`src/verilog/div_pkg.sv`:
```
package div_pkg;

  // ============================================================
  // widths
  // ============================================================
  localparam int XLEN  = 64;
  localparam int WLEN  = 32;
  localparam int CNT_W = 7;                  // must hold XLEN
  localparam int EXT_W = XLEN - WLEN;        // sign extension width for word results

  // step counts loaded at the start of an iteration
  localparam logic [CNT_W-1:0] STEPS_X = 7'd64;
  localparam logic [CNT_W-1:0] STEPS_W = 7'd32;

  // most negative operands, after word sign extension
  localparam logic [XLEN-1:0] MIN_X = {1'b1, {(XLEN-1){1'b0}}};
  localparam logic [XLEN-1:0] MIN_W = {{(EXT_W+1){1'b1}}, {(WLEN-1){1'b0}}};

  // ============================================================
  // operation encoding, one-hot
  // ============================================================
  typedef enum logic [7:0] {
    DIV   = 8'b1000_0000,  // signed, 64 bit
    DIVU  = 8'b0100_0000,  // unsigned, 64 bit
    DIVUW = 8'b0010_0000,  // unsigned, 32 bit
    DIVW  = 8'b0001_0000,  // signed, 32 bit
    REM   = 8'b0000_1000,
    REMU  = 8'b0000_0100,
    REMUW = 8'b0000_0010,
    REMW  = 8'b0000_0001
  } div_op_e;

  // ============================================================
  // structs between blocks
  // ============================================================
  typedef struct packed {
    div_op_e         op;
    logic [XLEN-1:0] dividend;
    logic [XLEN-1:0] divisor;
  } div_req_t;

  typedef struct packed {
    logic is_word;  // low 32 bits only
    logic is_rem;   // remainder wanted, not quotient
    logic neg_q;
    logic neg_r;
    logic special;  // answer fixed at decode
  } div_ctrl_t;

  typedef struct packed {
    div_ctrl_t       ctrl;
    logic [XLEN-1:0] dividend_mag;
    logic [XLEN-1:0] divisor_mag;
    logic [XLEN-1:0] spec_q;
    logic [XLEN-1:0] spec_r;
  } div_prep_t;

  typedef struct packed {
    logic [XLEN-1:0] quot;  // unsigned magnitude
    logic [XLEN-1:0] rem;   // unsigned magnitude
    div_ctrl_t       ctrl;
  } div_core_t;

endpackage

```
`src/verilog/div_decode.sv`:
```
module div_decode (
  input  div_pkg::div_req_t  div_req_i,
  output div_pkg::div_prep_t prep_o
);

  logic                     is_signed;
  logic                     is_word;
  logic                     is_rem;
  logic [div_pkg::XLEN-1:0] a_ext;      // dividend at operation width
  logic [div_pkg::XLEN-1:0] b_ext;      // divisor at operation width
  logic                     a_neg;
  logic                     b_neg;
  logic [div_pkg::XLEN-1:0] a_abs;
  logic [div_pkg::XLEN-1:0] b_abs;
  logic                     div_zero;
  logic                     div_ovf;
  logic [div_pkg::XLEN-1:0] min_val;

  // ============================================================
  // operation class
  // ============================================================
  always_comb begin
    is_signed = 1'b0;
    is_word   = 1'b0;
    is_rem    = 1'b0;
    case (div_req_i.op)
      div_pkg::DIV: begin
        is_signed = 1'b1;
      end
      div_pkg::DIVU: begin
        is_signed = 1'b0;
      end
      div_pkg::DIVUW: begin
        is_word = 1'b1;
      end
      div_pkg::DIVW: begin
        is_signed = 1'b1;
        is_word   = 1'b1;
      end
      div_pkg::REM: begin
        is_signed = 1'b1;
        is_rem    = 1'b1;
      end
      div_pkg::REMU: begin
        is_rem = 1'b1;
      end
      div_pkg::REMUW: begin
        is_word = 1'b1;
        is_rem  = 1'b1;
      end
      div_pkg::REMW: begin
        is_signed = 1'b1;
        is_word   = 1'b1;
        is_rem    = 1'b1;
      end
      default: begin
        is_signed = 1'b0;  // unknown code runs as divu
      end
    endcase
  end

  // word operands are sign or zero extended from bit 31
  always_comb begin
    a_ext = div_req_i.dividend;
    b_ext = div_req_i.divisor;
    if (is_word) begin
      a_ext = {{div_pkg::EXT_W{is_signed & div_req_i.dividend[div_pkg::WLEN-1]}},
               div_req_i.dividend[div_pkg::WLEN-1:0]};
      b_ext = {{div_pkg::EXT_W{is_signed & div_req_i.divisor[div_pkg::WLEN-1]}},
               div_req_i.divisor[div_pkg::WLEN-1:0]};
    end
  end

  assign a_neg = is_signed & a_ext[div_pkg::XLEN-1];
  assign b_neg = is_signed & b_ext[div_pkg::XLEN-1];
  assign a_abs = a_neg ? -a_ext : a_ext;
  assign b_abs = b_neg ? -b_ext : b_ext;

  // ============================================================
  // special cases
  // ============================================================
  assign min_val  = is_word ? div_pkg::MIN_W : div_pkg::MIN_X;
  assign div_zero = ~|b_ext;
  assign div_ovf  = is_signed & (a_ext == min_val) & (&b_ext);

  always_comb begin
    prep_o.ctrl.is_word = is_word;
    prep_o.ctrl.is_rem  = is_rem;
    prep_o.ctrl.special = div_zero | div_ovf;
    prep_o.ctrl.neg_q   = ~(div_zero | div_ovf) & (a_neg ^ b_neg);
    prep_o.ctrl.neg_r   = ~(div_zero | div_ovf) & a_neg;
    // word dividend sits in the upper half, so 32 steps finish it
    prep_o.dividend_mag = is_word ? {a_abs[div_pkg::WLEN-1:0], {div_pkg::WLEN{1'b0}}} : a_abs;
    prep_o.divisor_mag  = b_abs;
    if (div_zero) begin
      prep_o.spec_q = '1;     // all ones
      prep_o.spec_r = a_ext;
    end else begin
      prep_o.spec_q = a_ext;  // overflow, or unused
      prep_o.spec_r = '0;
    end
  end

endmodule

```
`src/verilog/div_execute.sv`:
```
module div_execute (
  input  logic               clk,
  input  logic               rst_n,
  input  logic               div_valid_i,
  input  div_pkg::div_prep_t prep_i,
  input  logic               release_i,
  output div_pkg::div_core_t core_o,
  output logic               core_done_o,
  output logic               busy_o
);

  typedef enum logic [1:0] {
    ST_IDLE,
    ST_RUN,
    ST_HOLD
  } state_e;

  state_e                     state_q;
  logic [div_pkg::CNT_W-1:0]  cnt_q;      // steps left
  div_pkg::div_ctrl_t         ctrl_q;
  logic                       done_q;
  logic [2*div_pkg::XLEN-1:0] rq_q;       // {remainder, quotient}
  logic [div_pkg::XLEN-1:0]   divisor_q;
  logic [div_pkg::XLEN:0]     partial;    // shifted remainder, 65 bits
  logic [div_pkg::XLEN+1:0]   diff;
  logic                       borrow;
  logic [div_pkg::XLEN-1:0]   rem_next;
  logic                       accept;

  assign accept = div_valid_i & (state_q == ST_IDLE);

  // ============================================================
  // one restoring step
  // ============================================================
  // keep the bit shifted out of the top, divisors above 2^63 need it
  assign partial  = rq_q[2*div_pkg::XLEN-1:div_pkg::XLEN-1];
  assign diff     = {1'b0, partial} - {2'b00, divisor_q};
  assign borrow   = diff[div_pkg::XLEN+1];
  assign rem_next = borrow ? partial[div_pkg::XLEN-1:0] : diff[div_pkg::XLEN-1:0];

  // ============================================================
  // control
  // ============================================================
  always_ff @(posedge clk) begin
    if (rst_n) begin
      state_q <= ST_IDLE;
      cnt_q   <= '0;
      ctrl_q  <= '0;
      done_q  <= 1'b0;
    end else begin
      done_q <= 1'b0;  // single cycle pulse
      case (state_q)
        ST_IDLE: begin
          if (accept) begin
            ctrl_q <= prep_i.ctrl;
            if (prep_i.ctrl.special) begin
              state_q <= ST_HOLD;
              done_q  <= 1'b1;
            end else begin
              state_q <= ST_RUN;
              cnt_q   <= prep_i.ctrl.is_word ? div_pkg::STEPS_W : div_pkg::STEPS_X;
            end
          end
        end
        ST_RUN: begin
          cnt_q <= cnt_q - 1'b1;
          if (cnt_q == 1) begin  // last step
            state_q <= ST_HOLD;
            done_q  <= 1'b1;
          end
        end
        ST_HOLD: begin
          if (release_i) state_q <= ST_IDLE;  // result taken
        end
        default: state_q <= ST_IDLE;
      endcase
    end
  end

  // datapath
  always_ff @(posedge clk) begin
    if (accept) begin
      divisor_q <= prep_i.divisor_mag;
      if (prep_i.ctrl.special) rq_q <= {prep_i.spec_r, prep_i.spec_q};
      else                     rq_q <= {{div_pkg::XLEN{1'b0}}, prep_i.dividend_mag};
    end else if (state_q == ST_RUN) begin
      rq_q <= {rem_next, rq_q[div_pkg::XLEN-2:0], ~borrow};  // shift in quotient bit
    end
  end

  assign core_o.quot  = rq_q[div_pkg::XLEN-1:0];
  assign core_o.rem   = rq_q[2*div_pkg::XLEN-1:div_pkg::XLEN];
  assign core_o.ctrl  = ctrl_q;
  assign core_done_o  = done_q;
  assign busy_o       = (state_q != ST_IDLE);

endmodule

```
`src/verilog/div_result.sv`:
```
module div_result (
  input  logic                     clk,
  input  logic                     rst_n,
  input  div_pkg::div_core_t       core_i,
  input  logic                     core_done_i,
  input  logic                     result_ready_i,
  output logic [div_pkg::XLEN-1:0] result_o,
  output logic                     result_ok_o,
  output logic                     release_o
);

  logic [div_pkg::XLEN-1:0] sel;
  logic                     neg;
  logic [div_pkg::XLEN-1:0] signed_val;
  logic [div_pkg::XLEN-1:0] final_val;
  logic [div_pkg::XLEN-1:0] result_q;
  logic                     ok_q;
  logic                     release_q;

  // ============================================================
  // final value
  // ============================================================
  assign sel        = core_i.ctrl.is_rem ? core_i.rem : core_i.quot;
  assign neg        = core_i.ctrl.is_rem ? core_i.ctrl.neg_r : core_i.ctrl.neg_q;
  assign signed_val = neg ? -sel : sel;

  // word results are the sign extension of bit 31
  assign final_val = core_i.ctrl.is_word ?
                     {{div_pkg::EXT_W{signed_val[div_pkg::WLEN-1]}},
                      signed_val[div_pkg::WLEN-1:0]} :
                     signed_val;

  // ============================================================
  // held result and handshake
  // ============================================================
  always_ff @(posedge clk) begin
    if (rst_n) begin
      result_q  <= '0;
      ok_q      <= 1'b0;
      release_q <= 1'b0;
    end else begin
      release_q <= 1'b0;
      if (core_done_i) begin
        result_q <= final_val;
        ok_q     <= 1'b1;
      end else if (ok_q && result_ready_i) begin
        ok_q      <= 1'b0;  // consumer took it
        release_q <= 1'b1;  // frees the execute stage
      end
    end
  end

  assign result_o    = result_q;
  assign result_ok_o = ok_q;
  assign release_o   = release_q;

endmodule

```
`src/verilog/div_unit.sv`:
```
module div_unit (
  input  logic                     clk,
  input  logic                     rst_n,
  input  logic                     div_valid_i,
  input  div_pkg::div_req_t        div_req_i,
  input  logic                     result_ready_i,
  output logic [div_pkg::XLEN-1:0] result_o,
  output logic                     result_ok_o,
  output logic                     div_busy_o
);

  div_pkg::div_prep_t prep;
  div_pkg::div_core_t core;
  logic               core_done;
  logic               release_pulse;  // result taken, execute may go idle

  // ============================================================
  // operand preparation
  // ============================================================
  div_decode i_decode (
    .div_req_i (div_req_i),
    .prep_o    (prep)
  );

  // ============================================================
  // iteration
  // ============================================================
  div_execute i_execute (
    .clk         (clk),
    .rst_n       (rst_n),
    .div_valid_i (div_valid_i),
    .prep_i      (prep),
    .release_i   (release_pulse),
    .core_o      (core),
    .core_done_o (core_done),
    .busy_o      (div_busy_o)
  );

  // sign fix and output hold
  div_result i_result (
    .clk            (clk),
    .rst_n          (rst_n),
    .core_i         (core),
    .core_done_i    (core_done),
    .result_ready_i (result_ready_i),
    .result_o       (result_o),
    .result_ok_o    (result_ok_o),
    .release_o      (release_pulse)
  );

endmodule
```
`config.mk`:
```
export PLATFORM = sky130hd
export DESIGN_NAME = div_unit
export DESIGN_NICKNAME = d
export VERILOG_FILES = /design/src/verilog/div_pkg.sv /design/src/verilog/div_decode.sv /design/src/verilog/div_execute.sv /design/src/verilog/div_result.sv /design/src/verilog/div_unit.sv
export SDC_FILE = /design/constraint.sdc
export NUM_CORES = 1
export LEC_CHECK = 0
export BUFFER_PORTS_ARGS = -buffer_cell sky130_fd_sc_hd__buf_2
export CAP_MARGIN = 20
export CORE_ASPECT_RATIO = 1.25
export CORE_MARGIN = 1.5
export CORE_UTILIZATION = 45
export DETAILED_ROUTE_END_ITERATION = 12
export PLACE_DENSITY = 0.66
export SLEW_MARGIN = 20
export SYNTH_ARGS = -nofsm -noshare
export SYNTH_HDL_FRONTEND = slang
export SYNTH_SLANG_ARGS = --single-unit
export TNS_END_PERCENT = 10
```
`constraint.sdc`:
```
create_clock -name clk -period 4.1 [get_ports clk]
set_input_delay 0.41 -clock clk [delete_from_list [all_inputs] [get_ports clk]]
set_output_delay 0.41 -clock clk [all_outputs]
set_load 0.01 [all_outputs]
```
### Word-level counts from Yosys, hierarchy flattened

Index checks and enable logic that the tools add are counted.

| storage, ports and cells | value |
|---|---|
| register bits | 272 |
| input bits | 140 |
| output and inout bits | 66 |
| word-level logic and storage cells | 95 |

| cells by class | value |
|---|---|
| $add $sub $neg | 5 |
| equal/unequal tests | 15 |
| muxes and demuxes | 34 |
| bitwise operators | 13 |
| reductions and logical operators | 16 |

Operators by type and width:

| kind | count |
|---|---|
| two-way mux 64 bit | 9 |
| two-way mux 128 bit | 4 |
| negator 64 bit | 3 |
| subtractor 65 x 64 -> 66 bit | 1 |
| equality test 64 bit | 1 |
| AND reduction 64 bit | 1 |
| OR reduction 64 bit | 1 |
| two-way mux 63 bit | 1 |
| two-way mux 7 bit | 3 |
| case mux 7 bit (2 select lines) | 1 |
| OR reduction 4 bit | 3 |
| two-way mux 1 bit | 10 |
| AND 1 bit | 9 |
| equality test 8 x 1 -> 1 bit (second input constant) | 1 |
| equality test 8 x 2 -> 1 bit (second input constant) | 1 |
| equality test 8 x 3 -> 1 bit (second input constant) | 1 |
| equality test 8 x 4 -> 1 bit (second input constant) | 1 |
| equality test 8 x 5 -> 1 bit (second input constant) | 1 |
| equality test 8 x 6 -> 1 bit (second input constant) | 1 |
| equality test 8 bit (second input constant) | 1 |
| two-way mux 2 bit | 4 |
| nonzero test 2 bit | 4 |
| equality test 7 x 1 -> 1 bit (second input constant) | 1 |
| subtractor 7 x 1 -> 7 bit (second input constant) | 1 |
| other kinds (15) | 19 |

### Longest topological paths before layout

| logic depth | value |
|---|---|
| depth in word-level cells | 12 |
| mapped depth | 20 |
| gate-level depth less buffers | 13 |

### Hierarchy

Synthesis repeated with hierarchy kept, for this count alone.

| second synthesis, totals | value |
|---|---|
| cell total of the unflattened synthesis | 2930 |
| area total of the unflattened synthesis | 23869.1 um^2 |

By module, submodules not included:

| module | instances | cells each | area an instance (um^2) | seq. area each (um^2) |
|---|---|---|---|---|
| div_execute | 1 | 1371 | 13173.9 | 6065.8 |
| div_result | 1 | 706 | 5554.1 | 1321.3 |
| div_decode | 1 | 853 | 5141.2 | 0.0 |

### Worst setup path after synthesis

Ideal clock, no wire load.

| path | value |
|---|---|
| path kind | register -> register |
| from | register i_execute.ctrl_q (netlist bit i_execute.core_o[3]) |
| to | register i_result.result_q (netlist bit i_result.result_o[56]) |
| library setup time | 0.065 ns |
| data arrival time | 4.307 ns |
| data required time | 4.035 ns |
| setup slack | -0.273 ns |
| cell stages (with the launch flop) | 21 |
| path buffers | 9 |
| period minus slack after synthesis | 4.373 ns |
| cells stage by stage | dfxtp_1 > buf_4 > buf_2 > buf_2 > buf_2 > buf_2 > buf_4 > buf_2 > buf_4 > buf_4 > mux2i_1 > ha_1 > o221ai_1 > nor4_2 > nand4_1 > nor2_1 > nand3_1 > o31ai_1 > xor2_1 > o22ai_1 > nor2_1 |

| between the ends | value |
|---|---|
| cells in the longest elaborated chain, start to end | 4 |
| elaborated cells between the ends (all ways) | 5 |
| those cells by class | add/sub (1); mux (4) |

RTL lines:

| item | RTL line | RTL |
|---|---|---|
| start, declared | div_execute.sv:20 | `div_pkg::div_ctrl_t ctrl_q;` |
| start signal, assigned | div_execute.sv:55 | `ctrl_q <= prep_i.ctrl;` |
| two-way mux 64 bit | div_result.sv:23 | `assign sel = core_i.ctrl.is_rem ? core_i.rem : core_i.quot;` |
| negator 64 bit | div_result.sv:25 | `assign signed_val = neg ? -sel : sel;` |
| two-way mux 64 bit * | div_result.sv:25 |  |
| two-way mux 64 bit * | div_result.sv:28 | `assign final_val = core_i.ctrl.is_word ?` |
| end signal, assigned | div_result.sv:44 | `result_q <= final_val;` |
| end, declared | div_result.sv:16 | `logic [div_pkg::XLEN-1:0] result_q;` |

Mark *: on every way between the ends. The rest lies on a longest branch, timed or not.
A chain may end at the register's enable or synchronous reset.

### Worst setup path in the final report

| path | value |
|---|---|
| from | register i_execute.rq_q[89] (netlist name) |
| to | register i_execute.rq_q[65] (netlist name) (data pin) |

| between the ends | value |
|---|---|
| cells in the longest elaborated chain, start to end | 4 |

RTL lines:

| item | RTL line | RTL |
|---|---|---|
| start, declared | div_execute.sv:22 | `logic [2*div_pkg::XLEN-1:0] rq_q;` |
| start signal, assigned | div_execute.sv:84 | `if (prep_i.ctrl.special) rq_q <= {prep_i.spec_r, prep_i.spec_q};` |
| start signal, assigned | div_execute.sv:85 | `else rq_q <= {{div_pkg::XLEN{1'b0}}, prep_i.dividend_mag};` |
| start signal, assigned | div_execute.sv:87 | `rq_q <= {rem_next, rq_q[div_pkg::XLEN-2:0], ~borrow};` |
| subtractor 65 x 64 -> 66 bit | div_execute.sv:37 | `assign diff = {1'b0, partial} - {2'b00, divisor_q};` |
| two-way mux 64 bit | div_execute.sv:39 | `assign rem_next = borrow ? partial[div_pkg::XLEN-1:0] : diff[div_pkg::XLEN-1:0];` |
| two-way mux 128 bit | div_execute.sv:86 | `end else if (state_q == ST_RUN) begin` |
| two-way mux 128 bit | div_execute.sv:82 | `if (accept) begin` |

Every way passes these cells. The select of a mux whose other input is x is not followed.

==> impl_results.md <==
* Hold Path Class: input port to flip-flop
* Vias per cell at 5.98
* Synth Cell Area at 21,300 um2
* Num Clock Sinks at roughly 270
* Initial drt markers at 1,653
* Buffers plus inverters on the worst setup path at 1
* Yosys reg bits at 272
* Placer Congestion at 0.995
* Clock Latency Late Sink at 600 ps
* Proportion of layout cells with a drive suffix above 1 at 0.163
* Adder-Cell Fraction of Synth Area at 0.0421
* MaxCap Viol Count at 0
* Crit path capture type: flip-flop
* Asr flop ratio synth at 0
* M3 GR Usage at 0.0338
* Nets at 2,989
* Number of synthesized flops with an enable pin at 192
* HPWL after detailed placement at 63.4 mm
* Clk pin slew, worst setup/hold paths at around 60 ps
* GR Layer Usage met2 at 0.523
* Max IR drop VDD at 0.371 mV
* H-tree levels at 1
* Post-synthesis instance total at approximately 2,600
* Die ar. at 48,600 um2
* Die Ht at between 200 and 250 um
* Final Critical Period at 3910 ps
* Startpoint Class: flip-flop
* Crit path cell chain: ha_1, a21oi_1, o22ai_1, o311ai_1, a21oi_1, a31oi_1, o2111a_1, or2_2, buf_12, nor2_1, a21oi_1, o22ai_1
* Finished Core Util at 0.529
* Worst-case clock buffer depth at 3
* Final Skew at 17.3 ps
* WL/cell at about 23 um
* Area contributors post-synth: edfxtp_1 (27%), dfxtp_1 (7.5%), nor2_1 (5.5%)
* Commonest cells post-synth: nor2_1 (314), a21oi_1 (223), nand2_1 (213)
* Rel. slew slack at 0.352
* Core Region at 46,500 um2
* Largest net degree at the start of global routing at 81
* Total track usage at 0.316
* Top cell type's share of synthesized area at 0.271
* Crit-path slowest cell: o311ai_1
* I/O Pins at 206
* Worst path required time at 4410 ps
* Cell taking the most area after synthesis: edfxtp_1
* Routed wire length at 78.4 mm
* Total gr overflow at 0
* Synth Area in Compound Gates at 0.211
* Area Overhead vs Synth at 15.5%
* Hold_ws at 73.4 ps
* Post-CTS Resized at 1
* CP top delay family: compound AO/OA/AOI/OAI gates
* Static Leakage at 0.00944 uW
* First drt pass iteration count at 5
* I/O Buffers at around 210
* DRC viols at 0
* Power Density at 573 nW/um2
* Total Power at approximately 14,000 uW
* Vias in the first global route at roughly 19,000
* Synth Area in Simple Gates at 0.206
* Top-count cell post-synth: nor2_1
* Initial cell density of the core at 0.458
* Post-CTS Setup Bufs at 0
* Final instance area at 24,600 um2
* Max Fclk at 255 MHz
* WP data arrival at between 4000 and 5000 ps
* Final number of max-transition violations at 0
* Critical path type: flip-flop to flip-flop
* Worst Max-Slew Pin Slew at 972 ps
* XOR/XNOR Fraction of Synth Area at 0.0979
* GR peak layer: met2
* Mean Syn Cell Area at ~8.3 um2
* Crit Path Max Fanout at 36
* Yosys warning count at 0
* TNS Setup at 0 ps
* DR vias at 20,500
* Antenna Nets Post-Route at 0
* Largest family of logic cells by synthesized area: compound AO/OA/AOI/OAI gates
* Hold_buf cts at 0
* Sequential share of the synthesized area at 0.346
* Rows at about 90
* Cell Area, Placed at 23,500 um2
* Die extent in x at 198 um
* CP max stage delay at 540 ps
* Initial antenna violation count at 4
* Count of cell types in the netlist at 95
* Syn_nets at 2,770
* Status: complete, no violations
* RSZ-0062 raised after global routing: false
* Root buffer cell: clkbuf_16
* GRT met1 Usage at 0.416
* Mux cell area share after synthesis at 0.0513
* Synth Flop Type: edfxtp_1
* CP dominant cell by count: a21oi_1
* CTS tree: yes
* Fillers at 4,561
* First-pass GRT wire length at 117 mm
* Setup-failing EPs final at 0
* CTS buffer count at 30
* Hold Vio Cnt, Final at 0
* Final period util at 0.955
[tightest hold or removal path, stage by stage]
cell and delay (ps):
buf_2 100, inv_1 60, nor4b_1 50
[path summary, 6_finish.rpt]
check	depth (start not counted)	slack, ps	to	startpoint
setup / recovery	12	190	i_execute.rq_q[65]	i_execute.rq_q[89]
hold / removal	3	70	i_result.release_o	result_ready_i
setup reg to reg	12	190	i_execute.rq_q[65]	i_execute.rq_q[89]
hold reg to reg	2	480	i_result.result_o[59]	i_result.result_o[59]
[cell type report]
cell class	instances	area [um2]	share of cell area
Antenna cell	2	5.00	0.000204
Clock buffer	45	972	0.0395
Clock inverter	11	70.1	0.00285
Inverter	107	404	0.0164
Multi-Input combinational cell	2041	13000	0.527
Sequential cell	272	7370	0.300
Tap cell	630	788	0.0321
Timing Repair Buffer	326	2010	0.0817
[per-stage QoR]
step	std cells	worst slack, ps
final	3434	185
after global placement	3376	-50.0
after floorplan	2559	-64.3
after detailed placement	3376	-55.8
after CTS	3432	158
after global routing	3433	8.60
[sequential cells by signal (all words and copies together) (netlist names)]
register and flops:
i_execute.cnt_q 7, i_result.release_o 1, i_execute.core_done_o 1, i_execute.divisor_q 64
i_execute.core_o 4, i_execute.rq_q 128, i_result.result_o 64, i_result.result_ok_o 1
i_execute.state_q 2
[metal layers]
layer	share of wire	up-vias
li1	-	9808
met1	0.43	9691
met2	0.46	854
met3	0.065	162
met4	0.046	6
met5	0.00056	-
[cell usage in the layout (no fill, tap or decap), drive strengths merged, types with 12 or more instances in the layout]
| cell | netlist | routed |
|---|---|---|
| a211oi | 28 | 28 |
| a21o | 36 | 36 |
| a21oi | 224 | 224 |
| a22oi | 12 | 12 |
| a31oi | 32 | 32 |
| and2 | 16 | 16 |
| and3 | 16 | 16 |
| buf | 39 | 326 |
| clkbuf | 100 | 45 |
| dfxtp | 80 | 80 |
| edfxtp | 192 | 192 |
| ha | 70 | 70 |
| inv | 107 | 112 |
| mux2i | 99 | 99 |
| nand2 | 219 | 219 |
| nand2b | 18 | 18 |
| nand3 | 51 | 51 |
| nand4 | 30 | 30 |
| nor2 | 317 | 317 |
| nor3 | 95 | 95 |
| nor4 | 34 | 34 |
| o211ai | 32 | 32 |
| o21ai | 187 | 187 |
| o22ai | 38 | 38 |
| o31ai | 27 | 27 |
| or3 | 32 | 32 |
| or4 | 18 | 18 |
| xnor2 | 116 | 116 |
| xor2 | 122 | 122 |
[power by group]
part	internal (uW)	switching [uW]
combinational	2660	4080
clock	1640	1190
sequential	3770	737
[kinds of logic (layout without fill, tap and decap cells)]
logic type,Yosys count,in the layout
multiplexers,108,108
AND/OR/NAND/NOR,907,907
adder cells (fa/ha/maj),71,71
XOR/XNOR,238,238
flip-flops,272,272
buffers and inverters,246,489
other,0,2
AO/OA/AOI/OAI,717,717
(Power assumes the default switching activity.)
